$ cat src/design/trapPkg.sv
`default_nettype none

package trapPkg;

    // data and pc width, fixed by the CSR layout
    localparam int Xlen = 64;
    localparam int CsrIdWidth = 12;

    typedef enum logic [2:0] {
        OpCsrRw = 3'd0,
        OpCsrRs = 3'd1,
        OpCsrRc = 3'd2,
        OpEcall = 3'd3,
        OpMret  = 3'd4
    } csrOpE;

    // machine-mode CSR addresses
    localparam logic [CsrIdWidth-1:0] AddrMstatus  = 12'h300;
    localparam logic [CsrIdWidth-1:0] AddrMie      = 12'h304;
    localparam logic [CsrIdWidth-1:0] AddrMtvec    = 12'h305;
    localparam logic [CsrIdWidth-1:0] AddrMscratch = 12'h340;
    localparam logic [CsrIdWidth-1:0] AddrMepc     = 12'h341;
    localparam logic [CsrIdWidth-1:0] AddrMcause   = 12'h342;
    localparam logic [CsrIdWidth-1:0] AddrMip      = 12'h344;

    // SXL/UXL = 2, MPP = machine
    localparam logic [Xlen-1:0] MstatusReset = 64'h0000_000A_0000_1800;

    localparam int MstatusMie  = 3;
    localparam int MstatusMpie = 7;
    localparam int MieMtie     = 7;
    localparam int MipMtip     = 7;

    localparam logic [Xlen-1:0] CauseEcallM = 64'd11;
    // interrupt flag in the top bit, machine timer code 7
    localparam logic [Xlen-1:0] CauseTimerM = {1'b1, 63'd7};

    // hart select width, at least one bit even for a single hart
    function automatic int hartIdWidth(input int numHarts);
        return (numHarts > 1) ? $clog2(numHarts) : 1;
    endfunction

endpackage

`default_nettype wire

$ cat src/design/machineTimer.sv
`default_nettype none

module machineTimer #(
    parameter int NumHarts = 4
) (
    input  logic                                      clk,
    input  logic                                      rst,
    input  logic                                      tmrValid,
    input  logic [trapPkg::hartIdWidth(NumHarts)-1:0] tmrHart,
    input  logic [trapPkg::Xlen-1:0]                  tmrCmp,
    output logic [NumHarts-1:0]                       timerPending
);

    import trapPkg::*;

    logic [Xlen-1:0] mtime;
    logic [Xlen-1:0] mtimecmp [NumHarts];

    // free-running, shared by all harts
    always_ff @(posedge clk) begin
        if (rst) begin
            mtime <= '0;
        end else begin
            mtime <= mtime + 1'b1;
        end
    end

    // all ones keeps the compare from ever firing after reset
    always_ff @(posedge clk) begin
        if (rst) begin
            for (int h = 0; h < NumHarts; h++) begin
                mtimecmp[h] <= '1;
            end
        end else if (tmrValid) begin
            for (int h = 0; h < NumHarts; h++) begin
                if (int'(tmrHart) == h) begin
                    mtimecmp[h] <= tmrCmp;
                end
            end
        end
    end

    // registered compare, a new mtimecmp shows up one cycle after it lands
    always_ff @(posedge clk) begin
        if (rst) begin
            timerPending <= '0;
        end else begin
            for (int h = 0; h < NumHarts; h++) begin
                timerPending[h] <= mtime >= mtimecmp[h];
            end
        end
    end

endmodule

`default_nettype wire

$ cat config.mk
export PLATFORM = sky130hd
export DESIGN_NAME = machineTimer
export DESIGN_NICKNAME = d
export VERILOG_FILES = /design/src/design/trapPkg.sv /design/src/design/machineTimer.sv
export SDC_FILE = /design/constraint.sdc
export NUM_CORES = 1
export LEC_CHECK = 0
export BUFFER_PORTS_ARGS = -buffer_cell sky130_fd_sc_hd__buf_2
export CAP_MARGIN = 40
export CORE_MARGIN = 2
export CORE_UTILIZATION = 44
export DETAILED_ROUTE_END_ITERATION = 12
export SYNTH_ARGS = -nofsm -noshare
export SYNTH_HDL_FRONTEND = slang
export SYNTH_SLANG_ARGS = --single-unit
$ cat constraint.sdc
create_clock -name clk -period 7 [get_ports clk]
set_input_delay 1.05 -clock clk [delete_from_list [all_inputs] [get_ports clk]]
set_output_delay 1.05 -clock clk [all_outputs]
set_load 0.02 [all_outputs]
==> run_results.csv <==
group,metric,value,unit
pwr,p_per_area,211,nW/um2
drt,num_vias,12643,
synth,synthArstFlopShare,0,%
synth,syn_avg_cell_area,10.6,um2
cts,htreeDepth,2,
place,port-buffer-count,72,
die,core_area,41900,um2
finish,area_growth,11.9,%
drt,avgRoutedWirePerCell,18.1,um
global_routing,overflow,0,
synth,synth_nets,2087,
critical_path,crit_path_end_kind,"flip-flop",
global_routing,grt_use_total,20.3,%
cts,cts_tree,"done",
sta,hold_violations,0,
critical_path,start_kind,"primary input",
sta,rsz0062_at_grt,"no",
synth,ys_warn_count,0,
sta,relSlewSlack,43.1,%
synth,synth_commonest_cells,"267 x inv_1, 257 x ha_1, 256 x edfxtp_1",
finish,drive_gt1_share,11.3,%
sta,tightest_slew,0.854,ns
drt,drc_errors,0,
die,start_util,44.5,%
run_status,outcome,"finished clean",
drt,dr.first_iter.drc_count,720,
critical_path,cp_slowest_cell,"or3_2",
global_routing,grt_pass1_wl,69400,um
cts,cts_setup_buffers,0,
pwr,p_total,4.42,mW
global_routing,grt_max_degree,72,
run,drv_cap,0,
cts,clkTransAtPathRegs,0.06,ns
cts,clock-sinks,324,
synth,synth_ff_type,"edfxtp_1",
cts,cts_hold_buf,0,
critical_path,worst-setup-path-type,"in2reg",
synth,synth.most_common_cell,"inv_1",
sta,period_share,43.1,%
sta,setup_tns,0,ns
place,pre_cts_ws,3.48,ns
die,die_y,210,um
drt,ant_nets,0,
synth,synth-edff-count,256,
worst_hold_path,hp-class,"reg2reg",
critical_path,critPathBufInv,4,
synth,netlist_area,18700,um2
finish,stdcell_area,20900,um2
critical_path,path_cells,"buf_2 -> buf_4 -> inv_1 -> nand2_1 -> or3_2 -> buf_12 -> or2_2",
cts,insertion_delay,0.53,ns
sta,slew_viol_final,0,
pwr,p_leak,9.59,nW
synth,synth.area.top_cells,"edfxtp_1 41%, ha_1 17%, dfxtp_1 7.3%",
drt,first_pass_iters,5,
synth,syn_inst,1761,
place,dpl_cell_area,19700,um2
synth,yosys.area.top_type,"edfxtp_1",
sta,clock_skew,0.0155,ns
synth,yosysUniqueCellTypes,48,
drt,viasPerCell,5.24,
critical_path,cp.arrival,3.28,ns
die,fp.dieW,210,um
place,gp_congestion,0.805,
pwr,peakVddDrop,0.128,mV
cts,ctsResizeCount,0,
die,die_area,44100,um2
critical_path,cp_top_family,"simple AND/OR/NAND/NOR gates",
finish,diodes,0,
sta,fin_crit,3.02,ns
sta,fmaxAchievable,331,MHz
cts,numCtsBuffers,36,
finish,nNetsFinal,2173,
synth,yosysTopAreaCellShare,41.2,%
drt,routed_wirelength,43600,um
synth,synth_seq_cells,324,
global_routing,antenna_found_initial,0,
place,hpwl,31600,um
critical_path,crit_fanout,71,
die,num_io_pins,73,
cts,clockRootBuffer,"clkbuf_16",
global_routing,grt_pass1_vias,12677,
critical_path,critPathRequiredTime,7.26,ns
critical_path,slowest_delay,0.65,ns
finish,fin_util,49.8,%
synth,ys_seq_area_share,48.5,%
die,fp-row-count,75,
cts,clockBufferDepth,3,
sta,finalSetupViolations,0,
sta,setup_ws,3.98,ns
area by class of cell:
class / instances / area, um2
inverters: 267 / 1000
fillers: 3757 / 21100
well taps: 539 / 674
multi-input cells: 1135 / 8530
clock buffers: 57 / 1100
flip-flops and latches: 324 / 9050
repair buffers: 83 / 472
clock inverters: 7 / 58.8
power by group:
group / switching [mW] / internal, mW / leakage (nW) / total [mW]
combinational: 0.199 / 0.114 / 5.95 / 0.313
clock: 0.762 / 1.12 / 0.573 / 1.88
sequential: 0.0318 / 2.19 / 3.07 / 2.22
worst paths after layout:
| check | startpoint | to | slack [ns] | cells after the start |
|---|---|---|---|---|
| worst max-delay path | rst | mtimecmp[3][10]$_SDFFCE_PN1P_ | 3.98 | 7 |
| worst min-delay path | mtime[0]$_SDFF_PP0_ | mtime[0]$_SDFF_PP0_ | 0.48 | 1 |
| worst max register to register | mtime[49]$_SDFF_PP0_ | timerPending[2]$_SDFF_PP0_ | 4.28 | 8 |
| worst min register to register | mtime[0]$_SDFF_PP0_ | mtime[0]$_SDFF_PP0_ | 0.48 | 1 |
placed cells by master (no fill, tap or decap), drive strengths merged, types with 3 or more instances in the layout:
master	synthesis	final
inv	267	267
ha	257	257
edfxtp	256	256
nand2b	177	177
a21oi	96	96
nor2	84	84
buf	4	83
dfxtp	68	68
or2	66	66
nand4	63	63
a21o	58	58
clkbuf	31	57
nand2	54	54
nand3	46	46
o21ai	39	39
xor2	32	32
nor3	24	24
xnor2	18	18
or2b	18	18
a211oi	17	17
or3	16	16
and3	14	14
and4	9	9
nor4	9	9
a2111oi	7	7
clkinv	0	6
nor2b	5	5
o211ai	5	5
a31o	3	3
a31oi	3	3
stage by stage:
step,std cells,hold WS [ns]
floorplan,1761,0.425
global placement,2345,0.437
detailed placement,2348,0.460
CTS,2412,0.484
global route,2412,0.512
finish,2412,0.477
kinds of logic (layout without fill, tap and decap cells):
group                      after synthesis  count (layout)  share of synthesized area (%)
xor gates and xnor gates                50              50                           2.35
DFF                                    324             324                           48.5
and+or+nand+nor                        587             587                           17.9
AOI/OAI and AO/OA                      241             241                           7.98
buffers and inverters                  302             414                           6.10
adders and majority gates              257             257                           17.2
registers in the layout, summed over array words and instances (netlist names):
name / cells
mtimecmp: 256
mtime: 64
timerPending: 4
metal layers:
metal  global-route usage (%)  wire, um  vias up
met2                     33.1     20000      241
met4                     7.04      1400        0
met5                        0         0        -
met1                     27.6     20400     6018
li1                         -         -     6303
met3                     3.05      1820       81
No activity file was read; power rests on OpenSTA's default activity.
