===== config.mk =====
export PLATFORM = sky130hd
export DESIGN_NAME = responseCollect
export DESIGN_NICKNAME = d
export VERILOG_FILES = /design/src/design/trapPkg.sv /design/src/design/responseCollect.sv
export SDC_FILE = /design/constraint.sdc
export NUM_CORES = 1
export LEC_CHECK = 0
export ABC_CLOCK_PERIOD_IN_PS = 3870
export BUFFER_PORTS_ARGS = -buffer_cell sky130_fd_sc_hd__buf_2
export CORE_AREA = 5 5 250 252
export CTS_BUF_LIST = sky130_fd_sc_hd__clkbuf_8
export DETAILED_ROUTE_END_ITERATION = 6
export DIE_AREA = 0 0 255 257
export HOLD_SLACK_MARGIN = 0.08
export SLEW_MARGIN = 20
export SYNTH_ARGS = -nofsm -noshare
export SYNTH_HDL_FRONTEND = slang
export SYNTH_SLANG_ARGS = --single-unit

===== constraint.sdc =====
create_clock -name clk -period 3.87 [get_ports clk]
set_input_delay 0.387 -clock clk [delete_from_list [all_inputs] [get_ports clk]]
set_output_delay 0.387 -clock clk [all_outputs]
set_load 0.01 [all_outputs]

===== src/design/trapPkg.sv =====
`default_nettype none

package trapPkg;

    // data and pc width, fixed by the CSR layout
    localparam int Xlen = 64;
    localparam int CsrIdWidth = 12;

    typedef enum logic [2:0] {
        OpCsrRw = 3'd0,
        OpCsrRs = 3'd1,
        OpCsrRc = 3'd2,
        OpEcall = 3'd3,
        OpMret  = 3'd4
    } csrOpE;

    // machine-mode CSR addresses
    localparam logic [CsrIdWidth-1:0] AddrMstatus  = 12'h300;
    localparam logic [CsrIdWidth-1:0] AddrMie      = 12'h304;
    localparam logic [CsrIdWidth-1:0] AddrMtvec    = 12'h305;
    localparam logic [CsrIdWidth-1:0] AddrMscratch = 12'h340;
    localparam logic [CsrIdWidth-1:0] AddrMepc     = 12'h341;
    localparam logic [CsrIdWidth-1:0] AddrMcause   = 12'h342;
    localparam logic [CsrIdWidth-1:0] AddrMip      = 12'h344;

    // SXL/UXL = 2, MPP = machine
    localparam logic [Xlen-1:0] MstatusReset = 64'h0000_000A_0000_1800;

    localparam int MstatusMie  = 3;
    localparam int MstatusMpie = 7;
    localparam int MieMtie     = 7;
    localparam int MipMtip     = 7;

    localparam logic [Xlen-1:0] CauseEcallM = 64'd11;
    // interrupt flag in the top bit, machine timer code 7
    localparam logic [Xlen-1:0] CauseTimerM = {1'b1, 63'd7};

    // hart select width, at least one bit even for a single hart
    function automatic int hartIdWidth(input int numHarts);
        return (numHarts > 1) ? $clog2(numHarts) : 1;
    endfunction

endpackage

`default_nettype wire


===== src/design/responseCollect.sv =====
`default_nettype none

module responseCollect #(
    parameter int NumHarts = 4
) (
    input  logic                                      clk,
    input  logic                                      rst,
    input  logic [NumHarts-1:0]                       hartOutValid,
    input  logic [trapPkg::Xlen-1:0]                  hartOutData [NumHarts],
    input  logic [NumHarts-1:0]                       hartOutIllegal,
    input  logic [NumHarts-1:0]                       hartOutRedirect,
    input  logic [trapPkg::Xlen-1:0]                  hartOutPc [NumHarts],
    output logic                                      respValid,
    output logic [trapPkg::hartIdWidth(NumHarts)-1:0] respHart,
    output logic [trapPkg::Xlen-1:0]                  respData,
    output logic                                      respIllegal,
    output logic                                      respRedirect,
    output logic [trapPkg::Xlen-1:0]                  respPc
);

    import trapPkg::*;

    localparam int HartW = hartIdWidth(NumHarts);

    logic [HartW-1:0] selHart;
    logic [Xlen-1:0]  selData;
    logic             selIllegal;
    logic             selRedirect;
    logic [Xlen-1:0]  selPc;

    // at most one hart answers per cycle, so a plain scan is enough
    always_comb begin
        selHart     = '0;
        selData     = '0;
        selIllegal  = 1'b0;
        selRedirect = 1'b0;
        selPc       = '0;
        for (int h = 0; h < NumHarts; h++) begin
            if (hartOutValid[h]) begin
                selHart     = HartW'(h);
                selData     = hartOutData[h];
                selIllegal  = hartOutIllegal[h];
                selRedirect = hartOutRedirect[h];
                selPc       = hartOutPc[h];
            end
        end
    end

    always_ff @(posedge clk) begin
        if (rst) begin
            respValid <= 1'b0;
        end else begin
            respValid <= |hartOutValid;
        end
    end

    always_ff @(posedge clk) begin
        if (|hartOutValid) begin
            respHart     <= selHart;
            respData     <= selData;
            respIllegal  <= selIllegal;
            respRedirect <= selRedirect;
            respPc       <= selPc;
        end
    end

    // the dispatcher strobes one hart per cycle and all CSR files share latency
    singleResponder: assert property (
        @(posedge clk) disable iff (rst)
        $onehot0(hartOutValid)
    );

endmodule

`default_nettype wire


==> impl_metrics.csv, run 1 <==
group,metric,value,unit
logic_synthesis,synth_top_family_by_area,"compound AO/OA/AOI/OAI gates",
critical_path,required,4.02,ns
floorplanning,die_x,255,µm
grt,grt_antenna_before_repair,8,
drt,drtPass1Iterations,4,
logic_synthesis,synthSimpleGateAreaFrac,0.0713,
logic_synthesis,netlist.area_leader.share,0.528,
finish,finalNetCount,1751,
sta,fin_crit,1.92,ns
critical_path,cp.arrival,2.08,ns
sta,setup_viol_count_final,0,
finish,syn_to_final_growth,59.2,%
grt,grt_pass1_vias,8875,
logic_synthesis,syn_area_per_cell,12.4,µm²
floorplanning,pin_count,659,
grt,grt_max_degree,73,
power,pwr_density_cell,346,mW/mm²
clock_tree,clock_path_buffers,2,
clock_tree,post_cts_resized,0,
drt,route.detailed.drc,0,
logic_synthesis,yosys-top-cells-area,"edfxtp_1 (53%), a221oi_2 (18%), o22ai_1 (11%), nor2_1 (6.4%), a221oi_1 (4.5%)",
sta,slew_headroom,0.263,
clock_tree,cts_setup_buffers,0,
clock_tree,cts_tree,"built",
finish,final_area,0.0120,mm²
sta,tightest_slew,1.11,ns
sta,fin_hold_ws,0.192,ns
min_path,hp-start,"hartOutPc[100]",
finish,drive_gt1_frac,0.644,
place,dp_slack,1.41,ns
clock_tree,cts_buffers,17,
critical_path,crit_fanout,72,
place,gp_congestion,0.920,
place,dp_hpwl,30800,µm
grt,grt_pass1_wl,52200,µm
logic_synthesis,yosysTopAreaCell,"edfxtp_1",
drt,drtIter0Drc,476,
sta,final_max_slew_viol_count,0,
min_path,worstHoldPathCells,3,
logic_synthesis,ys_ff_latch,133,
power,intPower,2.91,mW
logic_synthesis,synth_compound_area_frac,0.335,
logic_synthesis,yosysWarnings,0,
logic_synthesis,synthMuxAreaShare,0,
power,power_frac_comb,0.245,
power,p_sw,1.23,mW
sta,fin_tns_setup,0,ns
clock_tree,cts-root-buf,"clkbuf_8",
place,port_buffers,658,
sta,finalHoldViolCount,0,
clock_tree,clk_pin_slew_worst_paths,0.08,ns
status,outcome,"finished clean",
place,placed_area,0.0115,mm²
floorplanning,initial_core_util,0.125,
min_path,hold_path_end,"respPc[36]$_DFFE_PP_",
critical_path,cp-end-kind,"register",
floorplanning,coreArea,0.0599,mm²
floorplanning,num_rows,90,
finish,final_util,0.200,
critical_path,slowest_stage,"or3_4",
floorplanning,dieHeight,257,µm
job,cap_violations,0,
clock_tree,clock_sinks,133,
drt,vias,8350,
critical_path,worstSetupPathType,"input pin to register",
logic_synthesis,syn_nets,1131,
critical_path,cp_slowest_stage_delay,0.60,ns
sta,timing.final.crit_share,0.497,
logic_synthesis,ys_seq_area_frac,0.530,
critical_path,start_kind,"input pin",
power,clockPowerShare,0.312,
critical_path,crit_chain,"buf_2 > or2_4 > or3_4 > buf_12",
logic_synthesis,synth_area,0.00751,mm²
sta,fmaxAchievable,520,MHz
logic_synthesis,ys_types,22,
drt,final_antenna_net_count,0,
power,power.leakage,5.20,nW
power,irDropWorstVdd,0.222,mV
logic_synthesis,synthAdderAreaFrac,0,
logic_synthesis,syn_inst,605,
sta,rsz0062_at_grt,"false",
drt,routed_wl,38300,µm
floorplanning,die_area,0.0655,mm²
grt,grt_overflow,0,
sta,worst_slack,1.95,ns
grt,grt.total_usage,0.107,
drt,wl_per_cell,18.9,µm
logic_synthesis,synth-xor-area-share,0,
power,seq_power_share,0.443,
power,switching_share,0.297,
drt,avgViaCountPerCell,4.13,
min_path,hold_class,"input pin to register",
clock_tree,h-tree-depth,4,
-- final cells by class --
| cell class | count | area [µm²] |
|---|---|---|
| flip-flops and latches | 133 | 3980 |
| well taps | 782 | 978 |
| inverters | 2 | 10.0 |
| repair buffers | 673 | 3490 |
| fillers | 6643 | 47900 |
| diodes | 3 | 7.51 |
| clock buffers | 17 | 234 |
| clock inverters | 14 | 186 |
| multi-input cells | 398 | 3070 |
-- layer usage --
metal	GRT usage	up-vias	part of all wire
li1	-	3785	-
met4	0.0484	2	0.031
met1	0.114	3949	0.37
met2	0.187	549	0.49
met3	0.0424	65	0.10
met5	0	-	0.00034
-- how the worst max path moves through the flow --
stage | slack, ns | startpoint | to | depth (start not counted)
2_1_floorplan | 1.27 | hartOutValid[2] | respData[0]$_DFFE_PP_ | 3
3_3_place_gp | 1.46 | hartOutValid[3] | respData[7]$_DFFE_PP_ | 4
3_5_place_dp | 1.41 | hartOutValid[3] | respData[11]$_DFFE_PP_ | 4
4_1_cts | 2.05 | hartOutValid[3] | respData[9]$_DFFE_PP_ | 4
5_1_grt | 1.95 | hartOutValid[2] | respData[9]$_DFFE_PP_ | 4
6_report | 1.95 | hartOutValid[3] | respData[9]$_DFFE_PP_ | 4
-- Yosys cell counts --
cell	number
or2_1	1
inv_1	1
nand3_1	1
o22ai_1	129
buf_6	20
nor2b_2	1
clkinv_1	1
buf_2	30
dfxtp_1	1
edfxtp_1	132
nand2b_1	1
a221oi_2	90
nor3_1	1
buf_4	3
nor2b_1	1
a21oi_1	2
a221oi_1	39
clkbuf_1	19
nor2_1	129
o21ai_0	1
or3_1	1
nor3b_1	1
-- sequential cells by signal, summed over array words and instances (netlist names) --
register / count
respData: 64
respPc: 64
respIllegal: 1
respHart: 2
respValid: 1
respRedirect: 1
-- logic make-up after synthesis --
family,count (synthesis)
AO/OA/AOI/OAI,261
AND/OR/NAND/NOR,137
flip-flops,133
buffers and inverters,74
-- power groups by stage --
stage          logic [mW]  clock network [mW]  registers [mW]
3_3_place_gp         1.01                   0            1.87
2_1_floorplan       0.329                   0            1.94
5_1_grt              1.10                1.44            1.85
3_5_place_dp         1.02                   0            1.87
4_1_cts              1.03                1.39            1.84
6_report             1.02                1.29            1.83
-- placed cells by master, fill, tap and decap left out --
master	Yosys	routed
buf_2	30	657
edfxtp_1	132	132
nor2_1	129	129
o22ai_1	129	129
a221oi_2	90	90
a221oi_1	39	39
clkbuf_8	0	17
buf_4	3	8
buf_12	0	6
bufinv_16	0	4
clkinv_2	0	4
diode_2	0	3
clkinv_4	0	3
inv_1	1	2
a21oi_1	2	2
nor2b_4	0	1
or2_4	0	1
inv_4	0	1
nor3b_1	1	1
nor3_1	1	1
nand3_1	1	1
nand2b_4	0	1
or3_4	0	1
nor2b_1	1	1
o21ai_0	1	1
inv_6	0	1
clkinvlp_4	0	1
dlygate4sd3_1	0	1
buf_6	20	1
dfxtp_1	1	1
-- repair_timing --
action | in CTS | in global routing
setup endpoints to repair | 0 | 0
endpoints found under the hold margin | 1 | 0
hold buffers | 1 | 0
-- worst max-delay path: cells and delay by family --
| family | cells | cell delay, ns |
|---|---|---|
| and+or+nand+nor | 2 | 1.01 |
| buffers and inverters | 2 | 0.52 |
-- through the flow --
stage          total power, mW  instances
3_3_place_gp              2.87       1987
6_report                  4.14       2022
2_1_floorplan             2.27        605
4_1_cts                   4.26       2019
3_5_place_dp              2.89       1987
5_1_grt                   4.39       2021
Note: power is estimated with default switching activity, not from simulation.
==> run 2, diff against run 1 <==
--- a/config.mk
+++ b/config.mk
@@ -5,7 +5,8 @@
 export SDC_FILE = /design/constraint.sdc
 export NUM_CORES = 1
 export LEC_CHECK = 0
-export ABC_CLOCK_PERIOD_IN_PS = 3870
+export ABC_AREA = 1
+export ABC_CLOCK_PERIOD_IN_PS = 1600
 export BUFFER_PORTS_ARGS = -buffer_cell sky130_fd_sc_hd__buf_2
 export CORE_AREA = 5 5 250 252
 export CTS_BUF_LIST = sky130_fd_sc_hd__clkbuf_8
==> constraint.sdc (replaced) <==
create_clock -name clk -period 1.6 [get_ports clk]
set_input_delay 0.16 -clock clk [delete_from_list [all_inputs] [get_ports clk]]
set_output_delay 0.16 -clock clk [all_outputs]
set_load 0.01 [all_outputs]
==> run 2 against run 1 <==
The run now ends with design-rule violations left. Final cell count is 49% higher. Worst hold slack improved by 0.020 ns. Synthesized cell count rose by 110%.
==> impl_metrics.csv, run 2 <==
group,metric,value,unit
finish,n_fill_cell,6534,
power,p_sw,3.45,mW
grt,grt_pass1_vias,12300,
drt,vias,12500,
drt,final_antenna_net_count,0,
min_path,hold_class,"input pin to register",
job,cap_violations,0,
drt,avgViaCountPerCell,4.14,
critical_path,cp.arrival,1.81,ns
floorplanning,initial_core_util,0.150,
finish,finalNetCount,2742,
grt,grt_pass1_wl,68600,µm
critical_path,start_kind,"input pin",
logic_synthesis,netlist.area_leader.share,0.443,
finish,final_cell_mix,"buf_2 (654), nand2_1 (520), dlygate4sd3_1 (274)",
clock_tree,clock_sinks,133,
floorplanning,coreArea,0.0599,mm²
status,violations,"design-rule violations",
sta,slew_headroom,0.524,
power,switching_share,0.312,
place,dp_hpwl,37200,µm
finish,final_area,0.0166,mm²
grt,grt.total_usage,0.137,
power,intPower,7.61,mW
drt,route.detailed.drc,20,
finish,top_regs,"respData: 64 flops, respPc: 64 flops, respHart: 2 flops",
drt,drtIter0Drc,895,
clock_tree,h-tree-depth,4,
power,seq_power_share,0.397,
sta,timing.final.crit_share,0.959,
logic_synthesis,ys_ff_latch,133,
finish,final_cells,3014,
logic_synthesis,yosys-top-cells-area,"edfxtp_1 (44%), nand2_1 (22%), nor2_1 (11%), nand3_1 (7.3%), a21oi_1 (7.3%)",
sta,setup_viol_count_final,0,
sta,tightest_slew,0.714,ns
status,outcome,"finished with violations",
clock_tree,cts_tree,"built",
clock_tree,cts_setup_buffers,0,
floorplanning,die_x,255,µm
power,pwr_density_cell,667,mW/mm²
logic_synthesis,syn_inst,1283,
floorplanning,dieHeight,257,µm
place,dp_cells,2705,
grt,grt_overflow,0,
sta,final_max_slew_viol_count,0,
place,placed_area,0.0134,mm²
drt,wl_per_cell,16.1,µm
logic_synthesis,async_flop_share,0,
power,irDropWorstVdd,0.544,mV
place,port_buffers,658,
finish,syn_to_final_growth,85.0,%
clock_tree,cts-root-buf,"clkbuf_8",
logic_synthesis,synth_edf_count,132,
critical_path,worstSetupPathType,"input pin to register",
finish,drive_gt1_frac,0.348,
drt,drtPass1Iterations,7,
grt,grt_antenna_before_repair,5,
floorplanning,die_area,0.0655,mm²
critical_path,required,1.88,ns
logic_synthesis,yosysWarnings,0,
logic_synthesis,syn_nets,1809,
power,power.leakage,8.28,nW
clock_tree,cts_buffers,17,
critical_path,cp-end-kind,"register",
place,gp_congestion,0.915,
logic_synthesis,ys_types,15,
logic_synthesis,yosys.cell_count.top_type,"nand2_1",
drt,routed_wl,48400,µm
logic_synthesis,synth_ff_type,"edfxtp_1",
clock_tree,cts_hold_buffers,274,
sta,fmaxAchievable,652,MHz
sta,fin_hold_ws,0.212,ns
logic_synthesis,synth_common_cells,"nand2_1 (520), nor2_1 (261), edfxtp_1 (132), nand3_1 (131), a21oi_1 (130)",
sta,rsz0062_at_grt,"false",
finish,final_common_cell,"buf_2",
sta,finalHoldViolCount,0,
critical_path,crit_fanout,59,
sta,fin_crit,1.53,ns
grt,grt_max_degree,60,
logic_synthesis,synth_area,0.00896,mm²
clock_tree,post_cts_resized,0,
clock_tree,clock_path_buffers,2,
clock_tree,clk_pin_slew_worst_paths,0.08,ns
logic_synthesis,ys_seq_area_frac,0.445,
power,power_frac_comb,0.326,
logic_synthesis,yosysTopAreaCell,"edfxtp_1",
floorplanning,pin_count,659,
power,clockPowerShare,0.277,
power,total_power,11.1,mW
floorplanning,num_rows,90,
logic_synthesis,syn_area_per_cell,6.98,µm²
-- run 2: changes by cell type in the layout (fill, tap and decap cells not counted), moves of 39 or more --
cell,change
a21oi_1,+128
a221oi_1,-39
a221oi_2,-90
buf_4,+61
dlygate4sd3_1,+273
nand2_1,+520
nand3_1,+129
nor2_1,+131
o22ai_1,-129
-- run 2: final timing paths --
| kind | slack (ns) | to | startpoint | cells past startpoint |
|---|---|---|---|---|
| max | 0.07 | respData[29]$_DFFE_PP_ | hartOutValid[1] | 7 |
| min | 0.21 | respValid$_SDFF_PP0_ | hartOutValid[0] | 3 |
-- run 2: critical path, stage by stage --
cell           delay (ns)
buf_4                0.14
buf_12               0.17
a21oi_1              0.48
nand2_1              0.09
nand2_1              0.07
nand2_1              0.04
dlygate4sd3_1        0.55
-- run 2: final cells by class --
cell class	count	area [µm²]	share of cell area
Inverter	4	22.5	0.00136
Multi-Input combinational cell	1044	4270	0.258
Timing Repair Buffer	1016	6910	0.417
Clock buffer	17	234	0.0141
Clock inverter	15	164	0.00989
Sequential cell	133	3980	0.240
Tap cell	782	978	0.0591
Antenna cell	3	7.51	0.000453
-- run 2: stage by stage --
stage,util,setup slack (ns),setup TNS [ns]
2_1_floorplan,-,-0.577,-76.13
3_3_place_gp,0.224,0.192,0
3_5_place_dp,0.224,0.216,0
4_1_cts,0.276,0.141,0
5_1_grt,0.277,0.144,0
6_report,0.277,0.0657,0
-- run 2: logic make-up (layout without fill, tap and decap cells) --
| kind of cell | count (synthesis) | in the layout | share of synthesized area |
|---|---|---|---|
| AO/OA/AOI/OAI | 132 | 132 | 0.0742 |
| buffers and inverters | 106 | 1052 | 0.0806 |
| flip-flops | 133 | 133 | 0.445 |
| other | 0 | 3 | 0 |
| AND/OR/NAND/NOR | 912 | 912 | 0.400 |
-- run 2: layer usage --
layer,part of all wire,global-route usage
met3,0.11,0.0506
met2,0.46,0.225
met5,0.00031,0
met4,0.049,0.0718
met1,0.38,0.156
-- run 2: power groups by stage --
| stage | combinational, mW | clock (mW) | sequential, mW |
|---|---|---|---|
| after global routing | 3.92 | 3.39 | 4.42 |
| after global placement | 2.89 | 0 | 4.47 |
| after CTS | 3.58 | 3.27 | 4.40 |
| after detailed placement | 2.89 | 0 | 4.47 |
| final | 3.61 | 3.06 | 4.39 |
| after floorplan | 1.10 | 0 | 4.66 |
==> run 3, diff against run 2 <==
--- a/config.mk
+++ b/config.mk
@@ -6,13 +6,14 @@
 export NUM_CORES = 1
 export LEC_CHECK = 0
 export ABC_AREA = 1
-export ABC_CLOCK_PERIOD_IN_PS = 1600
+export ABC_CLOCK_PERIOD_IN_PS = 1700
 export BUFFER_PORTS_ARGS = -buffer_cell sky130_fd_sc_hd__buf_2
 export CORE_AREA = 5 5 250 252
 export CTS_BUF_LIST = sky130_fd_sc_hd__clkbuf_8
 export DETAILED_ROUTE_END_ITERATION = 6
 export DIE_AREA = 0 0 255 257
 export HOLD_SLACK_MARGIN = 0.08
+export MAX_ROUTING_LAYER = met4
 export SLEW_MARGIN = 20
 export SYNTH_ARGS = -nofsm -noshare
 export SYNTH_HDL_FRONTEND = slang
==> constraint.sdc (replaced) <==
create_clock -name clk -period 1.7 [get_ports clk]
set_input_delay 0.17 -clock clk [delete_from_list [all_inputs] [get_ports clk]]
set_output_delay 0.17 -clock clk [all_outputs]
set_load 0.01 [all_outputs]
==> run 3 against run 2 <==
The run still ends with design-rule violations left. Power fell by 6.0%. Critical path type unchanged. Die area is the same. Final area fell by 1.7%. Worst setup slack improved by 0.13 ns. Worst hold slack got worse by 0.064 ns. Via count decreased by 2.0%. First-iteration DRC count decreased by 24%. Sequential power fell by 5.9%. Non-clock buffer count is 30 lower.
==> impl_metrics.csv, run 3 (synthesized netlist as in run 2, its figures left out) <==
group,metric,value,unit
status,outcome,"finished with violations",
status,violations,"design-rule violations",
floorplanning,coreArea,0.0599,mm²
floorplanning,die_x,255,µm
grt,grt_pass1_wl,66500,µm
sta,slew_headroom,0.518,
critical_path,required,1.98,ns
drt,routed_wl,47400,µm
critical_path,worstSetupPathType,"input pin to register",
critical_path,crit_fanout,66,
floorplanning,initial_core_util,0.150,
drt,final_antenna_net_count,0,
floorplanning,dieHeight,257,µm
grt,grt_antenna_before_repair,3,
grt,grt_max_degree,69,
sta,fmaxAchievable,664,MHz
clock_tree,h-tree-depth,4,
clock_tree,cts_buffers,17,
sta,finalHoldViolCount,0,
sta,final_max_slew_viol_count,0,
clock_tree,cts_tree,"built",
job,cap_violations,0,
sta,tightest_slew,0.724,ns
clock_tree,clk_pin_slew_worst_paths,0.10,ns
clock_tree,clock_sinks,133,
finish,final_cell_mix,"buf_2 (654), nand2_1 (520), dlygate4sd3_1 (262)",
grt,grt.total_usage,0.138,
drt,drtIter0Drc,680,
finish,finalNetCount,2712,
critical_path,cp.arrival,1.78,ns
finish,drive_gt1_frac,0.345,
place,dp_hpwl,36600,µm
grt,grt_overflow,0,
drt,avgViaCountPerCell,4.09,
finish,top_regs,"respData: 64 flops, respPc: 64 flops, respHart: 2 flops",
floorplanning,die_area,0.0655,mm²
clock_tree,post_cts_resized,0,
min_path,hp-start,"hartOutData[87]",
critical_path,cp-startpoint,"hartOutValid[1]",
clock_tree,cts_setup_buffers,0,
drt,route.detailed.drc,1,
power,irDropWorstVdd,0.490,mV
drt,drtPass1Iterations,7,
power,pwr_density_cell,638,mW/mm²
sta,rsz0062_at_grt,"false",
clock_tree,cts-root-buf,"clkbuf_8",
finish,final_common_cell,"buf_2",
sta,setup_viol_count_final,0,
power,power.leakage,8.13,nW
critical_path,cp-end-kind,"register",
finish,syn_to_final_growth,81.9,%
floorplanning,pin_count,659,
grt,grt_pass1_vias,11800,
sta,fin_hold_ws,0.148,ns
min_path,hold_class,"input pin to register",
finish,n_fill_cell,6562,
finish,final_util,0.272,
critical_path,start_kind,"input pin",
sta,fin_crit,1.51,ns
clock_tree,clock_path_buffers,2,
drt,wl_per_cell,15.9,µm
place,gp_congestion,0.919,
sta,timing.final.crit_share,0.885,
drt,vias,12200,
floorplanning,num_rows,90,
place,port_buffers,658,
## run 3: changes by cell type in the layout (fill, tap and decap cells not counted), sizes merged
cell | before | now
buf | 741 | 723
clkinv | 9 | 7
clkinvlp | 1 | 2
dlygate4sd3 | 274 | 262
inv | 6 | 7
## run 3: per-layer routing
metal	up-vias	global-route usage	wire [µm]
li1	5980	-	-
met1	5508	0.159	19300
met2	644	0.228	22500
met3	85	0.0355	3880
met4	0	0.0559	1700
met5	-	-	0
## run 3: metrics by stage
step	setup TNS, ns	setup slack, ns	power [mW]	cells	instance area, µm²
after floorplan	-64.25	-0.487	5.42	1283	9020
after global placement	0	0.287	6.88	2687	13200
after detailed placement	0	0.290	6.89	2687	13200
after CTS	0	0.0581	10.6	2982	16300
after global routing	0	0.251	11.1	2984	16300
final	0	0.195	10.4	2984	16300
## run 3: final cells by class
cell class	count	area [µm²]	share of cell area
inverter	4	22.5	0.00138
multi-input combinational	1044	4270	0.262
antenna	3	7.51	0.000461
timing repair buffer	986	6620	0.406
clock inverter	15	179	0.0110
sequential	133	3980	0.245
clock buffer	17	234	0.0144
tap	782	978	0.0601
## run 3: worst max-delay path, stage by stage
cell,delay (ns)
buf_4,0.14
buf_12,0.16
a21oi_1,0.32
nand2_1,0.17
nand2_1,0.09
nand2_1,0.04
dlygate4sd3_1,0.55
## run 3: final timing paths
path,slack [ns],cells past startpoint,endpoint
worst max-delay path,0.19,7,respData[29]$_DFFE_PP_
worst min-delay path,0.15,5,respData[23]$_DFFE_PP_
## run 3: report_power, final
group	switching [mW]	leakage, nW	internal [mW]
sequential	0.111	1.42	4.01
combinational	1.65	6.51	1.67
clock	1.49	0.202	1.45
total	3.25	8.13	7.14
## run 3: repair_timing
action / CTS / global route
hold buffers: 263 / 0
hold endpoints to repair: 131 / 0
endpoints found under the setup margin: 0 / 1
